<file path="config.mk">
export PLATFORM = sky130hd
export DESIGN_NAME = bypassUnit
export DESIGN_NICKNAME = d
export VERILOG_FILES = /design/src/hdl/bypassPkg.sv /design/src/hdl/bypassTracker.sv /design/src/hdl/bypassUnit.sv /design/src/hdl/operandMux.sv /design/src/hdl/operandSelector.sv
export SDC_FILE = /design/constraint.sdc
export NUM_CORES = 1
export LEC_CHECK = 0
export ABC_CLOCK_PERIOD_IN_PS = 4000
export BUFFER_PORTS_ARGS = -buffer_cell sky130_fd_sc_hd__buf_2
export CORE_AREA = 8 8 246 248
export DETAILED_ROUTE_END_ITERATION = 10
export DIE_AREA = 0 0 254 256
export GPL_ROUTABILITY_DRIVEN = 1
export MAX_ROUTING_LAYER = met4
export PLACE_DENSITY = 0.64
export SYNTH_ARGS = -nofsm -noshare
export SYNTH_HDL_FRONTEND = slang
export SYNTH_SLANG_ARGS = --single-unit
</file>
<file path="constraint.sdc">
create_clock -name clk -period 4 [get_ports clk]
set_clock_uncertainty 0.2 [all_clocks]
set_input_delay 0.6 -clock clk [delete_from_list [all_inputs] [get_ports clk]]
set_output_delay 0.6 -clock clk [all_outputs]
set_load 0.05 [all_outputs]
</file>
<file path="src/hdl/bypassPkg.sv">
// Bypass network shared types
// Widths, vector types and stage names

package bypassPkg;

    // Physical register number
    localparam int pRegNumWidth = 6;
    typedef logic [pRegNumWidth-1:0] pRegNum;

    // Operand and result words
    localparam int dataWidth = 32;
    typedef logic [dataWidth-1:0] dataWord;

    // Upper bound on lanes in either group
    localparam int maxLanes = 4;
    typedef logic [$clog2(maxLanes)-1:0] laneIndex;

    // Producer stage of a forwarded value
    // Zero encoding doubles as the idle value of a select
    typedef enum logic [1:0] {
        stageIntEx = 2'd0,
        stageIntWb = 2'd1,
        stageMemMa = 2'd2,
        stageMemWb = 2'd3
    } bypassStage;

endpackage

</file>
<file path="src/hdl/bypassTracker.sv">
// Destination tag pipelines

`timescale 1ns/1ps

module bypassTracker
    import bypassPkg::*;
#(
    parameter int intLanes = 2,
    parameter int memLanes = 1
) (
    input  logic   clk,
    input  logic   reset,
    input  logic   stall,
    input  logic   clear,
    input  pRegNum intDstReg   [intLanes],
    input  logic   intWriteReg [intLanes],
    input  pRegNum memDstReg   [memLanes],
    input  logic   memWriteReg [memLanes],
    output pRegNum intExReg    [intLanes],
    output pRegNum intWbReg    [intLanes],
    output pRegNum memMaReg    [memLanes],
    output pRegNum memWbReg    [memLanes],
    output logic   intExWrite  [intLanes],
    output logic   intWbWrite  [intLanes],
    output logic   memMaWrite  [memLanes],
    output logic   memWbWrite  [memLanes]
);

    // Integer lanes: EX, WB
    localparam int intDepth = 2;
    localparam int intEx = 0;
    localparam int intWb = 1;

    // Load lanes: EX, MT, MA, WB
    localparam int memDepth = 4;
    localparam int memMa = 2;
    localparam int memWb = 3;

    pRegNum intTag  [intDepth][intLanes];
    logic   intFlag [intDepth][intLanes];
    pRegNum memTag  [memDepth][memLanes];
    logic   memFlag [memDepth][memLanes];
    logic   anyWrite;

    // Write flags, the only state that must be cleared
    always_ff @(posedge clk) begin
        if (reset || clear) begin
            for (int s = 0; s < intDepth; s++) begin
                for (int i = 0; i < intLanes; i++) begin
                    intFlag[s][i] <= 1'b0;
                end
            end
            for (int s = 0; s < memDepth; s++) begin
                for (int i = 0; i < memLanes; i++) begin
                    memFlag[s][i] <= 1'b0;
                end
            end
        end else if (!stall) begin
            for (int i = 0; i < intLanes; i++) begin
                intFlag[0][i] <= intWriteReg[i];
                for (int s = 1; s < intDepth; s++) begin
                    intFlag[s][i] <= intFlag[s-1][i];
                end
            end
            for (int i = 0; i < memLanes; i++) begin
                memFlag[0][i] <= memWriteReg[i];
                for (int s = 1; s < memDepth; s++) begin
                    memFlag[s][i] <= memFlag[s-1][i];
                end
            end
        end
    end

    // Tags just follow their flags down the chain
    always_ff @(posedge clk) begin
        if (!stall) begin
            for (int i = 0; i < intLanes; i++) begin
                intTag[0][i] <= intDstReg[i];
                for (int s = 1; s < intDepth; s++) begin
                    intTag[s][i] <= intTag[s-1][i];
                end
            end
            for (int i = 0; i < memLanes; i++) begin
                memTag[0][i] <= memDstReg[i];
                for (int s = 1; s < memDepth; s++) begin
                    memTag[s][i] <= memTag[s-1][i];
                end
            end
        end
    end

    // Producer view for the selectors
    always_comb begin
        for (int i = 0; i < intLanes; i++) begin
            intExReg[i]   = intTag[intEx][i];
            intExWrite[i] = intFlag[intEx][i];
            intWbReg[i]   = intTag[intWb][i];
            intWbWrite[i] = intFlag[intWb][i];
        end
        for (int i = 0; i < memLanes; i++) begin
            memMaReg[i]   = memTag[memMa][i];
            memMaWrite[i] = memFlag[memMa][i];
            memWbReg[i]   = memTag[memWb][i];
            memWbWrite[i] = memFlag[memWb][i];
        end
    end

    // Includes the hidden load EX and MT records
    always_comb begin
        anyWrite = 1'b0;
        for (int s = 0; s < intDepth; s++) begin
            for (int i = 0; i < intLanes; i++) begin
                anyWrite = anyWrite | intFlag[s][i];
            end
        end
        for (int s = 0; s < memDepth; s++) begin
            for (int i = 0; i < memLanes; i++) begin
                anyWrite = anyWrite | memFlag[s][i];
            end
        end
    end

    clearFlushesAll: assert property (@(posedge clk) clear |=> !anyWrite)
        else $error("write flag still set one cycle after clear");

endmodule

</file>
<file path="src/hdl/bypassUnit.sv">
// Operand bypass unit
// Tag tracker, per-port selectors and data mux

`timescale 1ns/1ps

module bypassUnit
    import bypassPkg::*;
#(
    parameter  int intLanes = 2,
    parameter  int memLanes = 1,
    localparam int numPorts = 2 * (intLanes + memLanes)
) (
    input  logic    clk,
    input  logic    reset,
    input  logic    stall,
    input  logic    clear,
    input  pRegNum  intDstReg   [intLanes],
    input  logic    intWriteReg [intLanes],
    input  pRegNum  memDstReg   [memLanes],
    input  logic    memWriteReg [memLanes],
    input  pRegNum  srcReg      [numPorts],
    input  logic    readReg     [numPorts],
    input  dataWord rfData      [numPorts],
    input  dataWord intExResult [intLanes],
    input  dataWord intWbResult [intLanes],
    input  dataWord memMaResult [memLanes],
    input  dataWord memWbResult [memLanes],
    output dataWord operand     [numPorts],
    output logic    forwarded   [numPorts]
);

    // Producer records
    pRegNum intExReg   [intLanes];
    pRegNum intWbReg   [intLanes];
    pRegNum memMaReg   [memLanes];
    pRegNum memWbReg   [memLanes];
    logic   intExWrite [intLanes];
    logic   intWbWrite [intLanes];
    logic   memMaWrite [memLanes];
    logic   memWbWrite [memLanes];

    // One select per read port
    logic       selHit   [numPorts];
    bypassStage selStage [numPorts];
    laneIndex   selLane  [numPorts];

    bypassTracker #(
        .intLanes(intLanes),
        .memLanes(memLanes)
    ) u_tracker (
        .clk        (clk),
        .reset      (reset),
        .stall      (stall),
        .clear      (clear),
        .intDstReg  (intDstReg),
        .intWriteReg(intWriteReg),
        .memDstReg  (memDstReg),
        .memWriteReg(memWriteReg),
        .intExReg   (intExReg),
        .intWbReg   (intWbReg),
        .memMaReg   (memMaReg),
        .memWbReg   (memWbReg),
        .intExWrite (intExWrite),
        .intWbWrite (intWbWrite),
        .memMaWrite (memMaWrite),
        .memWbWrite (memWbWrite)
    );

    // Ports 0 .. 2*intLanes-1 are integer A/B, the rest belong to loads
    for (genvar k = 0; k < numPorts; k++) begin : selPort
        operandSelector #(
            .intLanes(intLanes),
            .memLanes(memLanes)
        ) u_selector (
            .srcReg    (srcReg[k]),
            .readReg   (readReg[k]),
            .intExReg  (intExReg),
            .intWbReg  (intWbReg),
            .memMaReg  (memMaReg),
            .memWbReg  (memWbReg),
            .intExWrite(intExWrite),
            .intWbWrite(intWbWrite),
            .memMaWrite(memMaWrite),
            .memWbWrite(memWbWrite),
            .hit       (selHit[k]),
            .stage     (selStage[k]),
            .lane      (selLane[k])
        );
    end

    operandMux #(
        .intLanes(intLanes),
        .memLanes(memLanes),
        .numPorts(numPorts)
    ) u_mux (
        .hit        (selHit),
        .stage      (selStage),
        .lane       (selLane),
        .rfData     (rfData),
        .intExResult(intExResult),
        .intWbResult(intWbResult),
        .memMaResult(memMaResult),
        .memWbResult(memWbResult),
        .operand    (operand),
        .forwarded  (forwarded)
    );

endmodule

</file>
<file path="src/hdl/operandMux.sv">
// Operand data selection for all read ports

`timescale 1ns/1ps

module operandMux
    import bypassPkg::*;
#(
    parameter int intLanes = 2,
    parameter int memLanes = 1,
    parameter int numPorts = 2 * (intLanes + memLanes)
) (
    input  logic       hit         [numPorts],
    input  bypassStage stage       [numPorts],
    input  laneIndex   lane        [numPorts],
    input  dataWord    rfData      [numPorts],
    input  dataWord    intExResult [intLanes],
    input  dataWord    intWbResult [intLanes],
    input  dataWord    memMaResult [memLanes],
    input  dataWord    memWbResult [memLanes],
    output dataWord    operand     [numPorts],
    output logic       forwarded   [numPorts]
);

    // Value on the bus named by stage and lane
    dataWord fwdData [numPorts];

    always_comb begin
        for (int p = 0; p < numPorts; p++) begin
            fwdData[p] = '0;
            case (stage[p])
                stageIntEx, stageIntWb: begin
                    for (int l = 0; l < intLanes; l++) begin
                        if (lane[p] == laneIndex'(l)) begin
                            fwdData[p] = (stage[p] == stageIntEx) ?
                                intExResult[l] : intWbResult[l];
                        end
                    end
                end
                default: begin
                    for (int l = 0; l < memLanes; l++) begin
                        if (lane[p] == laneIndex'(l)) begin
                            fwdData[p] = (stage[p] == stageMemMa) ?
                                memMaResult[l] : memWbResult[l];
                        end
                    end
                end
            endcase

            // Selector must only name lanes that exist
            if (hit[p]) begin
                if (stage[p] == stageIntEx || stage[p] == stageIntWb) begin
                    assert (int'(lane[p]) < intLanes)
                        else $error("port %0d hit on missing int lane %0d", p, lane[p]);
                end else begin
                    assert (int'(lane[p]) < memLanes)
                        else $error("port %0d hit on missing load lane %0d", p, lane[p]);
                end
            end
        end
    end

    // Register file value unless a producer matched
    always_comb begin
        for (int p = 0; p < numPorts; p++) begin
            operand[p]   = hit[p] ? fwdData[p] : rfData[p];
            forwarded[p] = hit[p];
        end
    end

endmodule

</file>
<file path="src/hdl/operandSelector.sv">
// Bypass select for one read port

`timescale 1ns/1ps

module operandSelector
    import bypassPkg::*;
#(
    parameter int intLanes = 2,
    parameter int memLanes = 1
) (
    input  pRegNum     srcReg,
    input  logic       readReg,
    input  pRegNum     intExReg   [intLanes],
    input  pRegNum     intWbReg   [intLanes],
    input  pRegNum     memMaReg   [memLanes],
    input  pRegNum     memWbReg   [memLanes],
    input  logic       intExWrite [intLanes],
    input  logic       intWbWrite [intLanes],
    input  logic       memMaWrite [memLanes],
    input  logic       memWbWrite [memLanes],
    output logic       hit,
    output bypassStage stage,
    output laneIndex   lane
);

    // Per-producer tag matches
    logic intExMatch [intLanes];
    logic intWbMatch [intLanes];
    logic memMaMatch [memLanes];
    logic memWbMatch [memLanes];

    always_comb begin
        for (int i = 0; i < intLanes; i++) begin
            intExMatch[i] = readReg && intExWrite[i] && (intExReg[i] == srcReg);
            intWbMatch[i] = readReg && intWbWrite[i] && (intWbReg[i] == srcReg);
        end
        for (int i = 0; i < memLanes; i++) begin
            memMaMatch[i] = readReg && memMaWrite[i] && (memMaReg[i] == srcReg);
            memWbMatch[i] = readReg && memWbWrite[i] && (memWbReg[i] == srcReg);
        end
    end

    // First match wins
    // Integer lanes before loads, lower lane first, younger stage first
    always_comb begin
        hit   = 1'b0;
        stage = stageIntEx;
        lane  = '0;
        for (int i = 0; i < intLanes; i++) begin
            if (!hit && intExMatch[i]) begin
                hit   = 1'b1;
                stage = stageIntEx;
                lane  = laneIndex'(i);
            end
            if (!hit && intWbMatch[i]) begin
                hit   = 1'b1;
                stage = stageIntWb;
                lane  = laneIndex'(i);
            end
        end
        for (int i = 0; i < memLanes; i++) begin
            if (!hit && memMaMatch[i]) begin
                hit   = 1'b1;
                stage = stageMemMa;
                lane  = laneIndex'(i);
            end
            if (!hit && memWbMatch[i]) begin
                hit   = 1'b1;
                stage = stageMemWb;
                lane  = laneIndex'(i);
            end
        end
    end

endmodule

</file>
**Yosys cells after proc, flatten, opt, wreduce, memory -nomap -nowiden**

Memories as Yosys holds them, arrays and structs flattened.
Index checks and enable logic that the tools add are counted.

- Register bits: 0
- RAM bits: 56
- Input bits: 451
- Output and inout port bits: 198
- Logic and storage cells: 368
- Memories kept: 4

- Equality and inequality tests: 54
- Mux-type cells: 151
- Bitwise logic cells: 8
- Reductions and logical operators: 151

Memories:

| memory | words | bits a word | read ports | clocked after memory_dff | wr ports | line | source |
|---|---|---|---|---|---|---|---|
| u_tracker.intTag | 2 | 12 | 2 | 0 | 2 | bypassTracker.sv:39 | `pRegNum intTag [intDepth][intLanes];` |
| u_tracker.memTag | 4 | 6 | 4 | 0 | 4 | bypassTracker.sv:41 | `pRegNum memTag [memDepth][memLanes];` |
| u_tracker.intFlag | 2 | 2 | 2 | 0 | 2 | bypassTracker.sv:40 | `logic intFlag [intDepth][intLanes];` |
| u_tracker.memFlag | 4 | 1 | 4 | 0 | 4 | bypassTracker.sv:42 | `logic memFlag [memDepth][memLanes];` |

Operators by type and width:

| cell | count |
|---|---|
| $mux W32 | 48 |
| $eq A6 B6 Y1 | 36 |
| $logic_and A1 B1 Y1 | 102 |
| $mux W1 | 91 |
| $logic_not A1 Y1 | 30 |
| $logic_not A2 Y1 | 12 |
| $mux W2 | 12 |
| $eq A2 B1 Y1 const B | 6 |
| $eq A2 B2 Y1 const B | 6 |
| $reduce_or A2 Y1 | 6 |
| $or A1 B1 Y1 | 8 |
| $eq A1 B1 Y1 const B | 6 |
| $logic_or A1 B1 Y1 | 1 |

**Logic depth before layout (Yosys ltp)**

An unclocked memory read counts as a cell.

- Depth in word-level cells: 25
- Depth in mapped cells: 12
- Mapped depth without buffers: 8

**Modules after synthesis**

A second synthesis with hierarchy kept.

- Cell total of the unflattened synthesis: 2,067
- Area total of the unflattened synthesis: 17,804.6 um^2

Modules (own cells, without submodules):

| module | instances | cells an instance | area an instance (um^2) | sequential area each (um^2) |
|---|---|---|---|---|
| operandMux | 1 | 1,566 | 12,664.6 | 0.0 |
| operandSelector | 6 | 72 | 558.0 | 0.0 |
| bypassTracker | 1 | 69 | 1,791.7 | 1,681.6 |

**Worst setup path after synthesis**

OpenSTA, ideal clock, no wires.

- Path kind: input to output
- Start point: in srcReg[35] in the netlist's numbering
- End point: out operand[160] in the netlist's numbering
- Arrival: 3.799 ns
- Required time: 3.200 ns
- Path slack: -0.599 ns
- Cell stages on the path: 9
- Path buffers: 2
- Cells stage by stage: buf_2 xor2_1 nor4_1 nand4_1 o21ai_0 clkbuf_1 and3_1 a211oi_1 o41ai_1

RTL lines:

| element | line | source |
|---|---|---|
| from (decl) | bypassUnit.sv:21 | `input pRegNum srcReg [numPorts],` |
| to (decl) | bypassUnit.sv:28 | `output dataWord operand [numPorts],` |

==> flow_summary_export.csv <==
group,metric,value,unit
run_status,status,"finished with violations",
run_status,violations,"negative setup slack",
clock_network,numClockSinks,56,
floorplanning,die_w,254,um
drt,dr_total_vias,25400,
placed_design,place_area,24230,um2
sta,hold_violations,0,
power_and_ir_drop,power_per_cell_area,136.9,nW/um2
sta,finalSetupViolations,7,
final_layout,nets,3487,
worst_setup_path,worst_path_largest_cell_delay,490,ps
drt,wl,141200,um
sta,slew_headroom,0.4751,
sta,max_freq,0.2466,GHz
sta,period_share,1.014,
yosys,async_flop_share,0,
worst_setup_path,cp_max_fo,5,
sta,fin_hold_ws,223.0,ps
placed_design,hpwlAfterDp,108600,um
sta,setup_ws,-55.45,ps
floorplanning,ios,649,
clock_network,cts-htree-levels,2,
worst_setup_path,r2r_slack,2720,ps
yosys,synthCells,2201,
clock_network,numCtsBuffers,5,
worst_setup_path,critPathKind,"flop to output port",
yosys,syn_area_per_cell,7.222,um2
worst_setup_path,startpoint,"u_tracker.intTag[0][5]",
worst_setup_path,end_kind,"output port",
clock_network,cts_tree,"yes",
global_route,grt-ovfl-total,0,
worst_setup_path,rr_endpoint,"u_tracker.intFlag[1][1]",
floorplanning,coreArea,56810,um2
power_and_ir_drop,vdd_drop_max,0.0002503,V
placed_design,dp_slack,-137.4,ps
placed_design,gp_congestion,1.126,
power_and_ir_drop,report.power.total,3.689,mW
drt,drc_errors,0,
final_layout,area_growth,69.52,%
final_layout,final_area,26950,um2
worst_setup_path,startpoint_type,"flop",
clock_network,clock_latency,290,ps
floorplanning,rows,88,
clock_network,clk_pin_slew,70,ps
yosys,synth_cell_types,68,
floorplanning,start_util,0.2798,
global_route,grt_pass1_vias,23830,
worst_setup_path,r2r.worst_path.cells,2,
yosys,netlist_area,15900,um2
drt,vias_per_cell,6.544,
yosys,yosys_register_bits,56,
global_route,grtUsageTotal,0.4107,
yosys,synth_top_flop_cell,"edfxtp_1",
final_layout,n_fill_cell,5727,
drt,ant_nets,0,
yosys,ys_warn_count,0,
final_layout,utilization,0.4743,
worst_setup_path,endpoint,"operand[165]",
job,drv_cap,0,
sta,rsz0062_at_grt,"yes",
placed_design,portBuffers,648,
sta,worst_pin_slew,781.3,ps
yosys,synth_edf_count,56,
worst_setup_path,crit_slowest_cell,"edfxtp_1",
drt,dr.pass1.iters,8,
sta,slew_violations,0,
floorplanning,fp.dieH,256,um
yosys,ys_seq_area_frac,0.1058,
clock_network,root_buffer,"clkbuf_16",
global_route,grt_antenna_before_repair,85,
worst_setup_path,cp_cell_sequence,"xor2_1 -> nor4_2 -> buf_4 -> nand4_1 -> buf_4 -> a211oi_4 -> buf_6 -> buf_12 -> and4_4 -> a31oi_4 -> o211ai_1 -> clkbuf_16",
worst_setup_path,r2r_start,"u_tracker.intFlag[0][1]",
final_layout,final_layout_size_suffix_gt1_frac,0.4728,
global_route,grt_pass1_wl,188300,um
drt,routedWlPerCell,36.38,um
yosys,synthesis.nets,2652,
clock_network,clock_path_buffers,2,
global_route,grt_max_degree,65,
floorplanning,die-area,65020,um2
worst_setup_path,cp.required,3200,ps
sta,period_minus_slack,4055,ps
power_and_ir_drop,p_leak,11.85,nW
drt,drt-initial-drc-count,3432,
worst_setup_path,cp_data_arrival_time,3260,ps
worst_setup_path,cpMostUsedCell,"buf_4",
hold_path,worstHoldPathType,"flop to flop",
metal layers:
| metal | vias up | GRT usage | part of all wire | wire length (um) |
|---|---|---|---|---|
| met2 | 2327 | 0.6136 | 0.42 | 59970 |
| met4 | 0 | 0.2830 | 0.092 | 13000 |
| met1 | 12010 | 0.4601 | 0.35 | 49320 |
| met5 | - | - | 0 | 0 |
| li1 | 10320 | - | - | - |
| met3 | 744 | 0.1348 | 0.13 | 18910 |
cell type report:
cell class / instances / area, um2 / share of cell area
antenna: 79 / 197.7 / 0.007336
multi-input combinational: 1849 / 14680 / 0.5448
timing repair buffer: 1096 / 9175 / 0.3405
sequential: 56 / 1682 / 0.06240
clock inverter: 3 / 22.52 / 0.0008358
inverter: 28 / 107.6 / 0.003993
tap: 765 / 957.2 / 0.03552
clock buffer: 5 / 125.1 / 0.004643
power breakdown:
part,total [mW],internal [mW],switching [mW]
clock,0.447,0.235,0.212
combinational,2.51,0.959,1.55
sequential,0.734,0.692,0.0419
placed cells by master, fill, tap and decap left out, drive strengths merged, types with 13 or more instances in the layout:
cell type / synthesis / routed
a22oi: 22 / 22
and3: 56 / 56
nand3: 37 / 37
inv: 26 / 28
a211oi: 104 / 104
a221o: 60 / 60
o32ai: 26 / 26
nor4: 33 / 33
o32a: 36 / 36
o22ai: 50 / 50
a21oi: 140 / 140
xor2: 139 / 139
a221oi: 40 / 40
edfxtp: 56 / 56
and4: 39 / 39
nand4: 33 / 33
nor3: 89 / 89
o211ai: 24 / 24
nand2: 175 / 175
xnor2: 77 / 77
a21boi: 17 / 17
o22a: 13 / 13
diode: 0 / 79
buf: 107 / 1070
mux2: 51 / 51
clkbuf: 161 / 31
and2: 36 / 36
a22o: 14 / 14
o31ai: 24 / 24
o21ai: 104 / 104
nor2: 131 / 131
o221ai: 36 / 36
a31oi: 20 / 20
o211a: 13 / 13
mux2i: 147 / 147
flip-flops by register name, indices dropped and copies added, names as in the netlist:
| signal | flops |
|---|---|
| u_tracker.intTag | 24 |
| u_tracker.memTag | 24 |
| u_tracker.intFlag | 4 |
| u_tracker.memFlag | 4 |
repair_timing:
item / CTS / global route
buffers inserted: 65 / 38
cloned: 3 / 8
setup endpoints to repair: 182 / 184
resized for setup: 109 / 269
pin swaps: 26 / 52
hold buffers: 0 / 0
kinds of logic after synthesis:
| logic type | after synthesis | synth area share |
|---|---|---|
| AO/OA/AOI/OAI | 775 | 0.3527 |
| XOR/XNOR | 216 | 0.1190 |
| buffers and inverters | 296 | 0.08107 |
| flip-flops | 56 | 0.1058 |
| multiplexers | 198 | 0.1287 |
| AND/OR/NAND/NOR | 660 | 0.2128 |
worst max-delay path, delay by kind of cell, from the launching register on:
family | cells | cell delay (ps)
flops | 1 | 490
simple gates | 3 | 700
compound gates | 3 | 630
buf+inv | 5 | 930
xor+xnor | 1 | 200
how the worst min path moves through the flow:
stage / cells after the start / slack [ps] / start / end
after global routing: 0 / 230 / u_tracker.memTag[1][5] / u_tracker.memTag[2][5]
after global placement: 0 / 200 / u_tracker.memTag[1][5] / u_tracker.memTag[2][5]
final: 0 / 220 / u_tracker.memTag[0][2] / u_tracker.memTag[1][2]
after CTS: 0 / 220 / u_tracker.memTag[0][5] / u_tracker.memTag[1][5]
after floorplan: 0 / 200 / u_tracker.memTag[0][0] / u_tracker.memTag[1][0]
after detailed placement: 0 / 210 / u_tracker.memTag[0][5] / u_tracker.memTag[1][5]
metrics by stage:
stage,setup TNS [ps],std cells
2_1_floorplan,-8254,2201
3_3_place_gp,-1438,3684
3_5_place_dp,-1899,3684
4_1_cts,-29.41,3760
5_1_grt,-1388,3877
6_report,-183.7,3881
synth_stat cells (26+ instances only):
cell type,number,share of area
nand4_1,33,0.013
o32a_1,36,0.023
and4_1,39,0.021
mux2_2,51,0.036
xnor2_1,77,0.042
inv_1,26,0.0061
mux2i_1,147,0.093
a221o_1,60,0.038
a221oi_1,40,0.022
a211oi_1,104,0.049
and3_1,56,0.022
and2_1,35,0.014
clkbuf_1,160,0.038
xor2_1,139,0.077
nor3_1,87,0.027
nand3_1,37,0.012
buf_2,81,0.026
nor2_1,130,0.031
o21ai_0,96,0.030
edfxtp_1,56,0.11
a21oi_1,140,0.044
o221ai_1,36,0.020
o22ai_1,50,0.020
nor4_1,30,0.012
o32ai_1,26,0.014
nand2_1,174,0.041
Power figures use the tool's default switching activity.
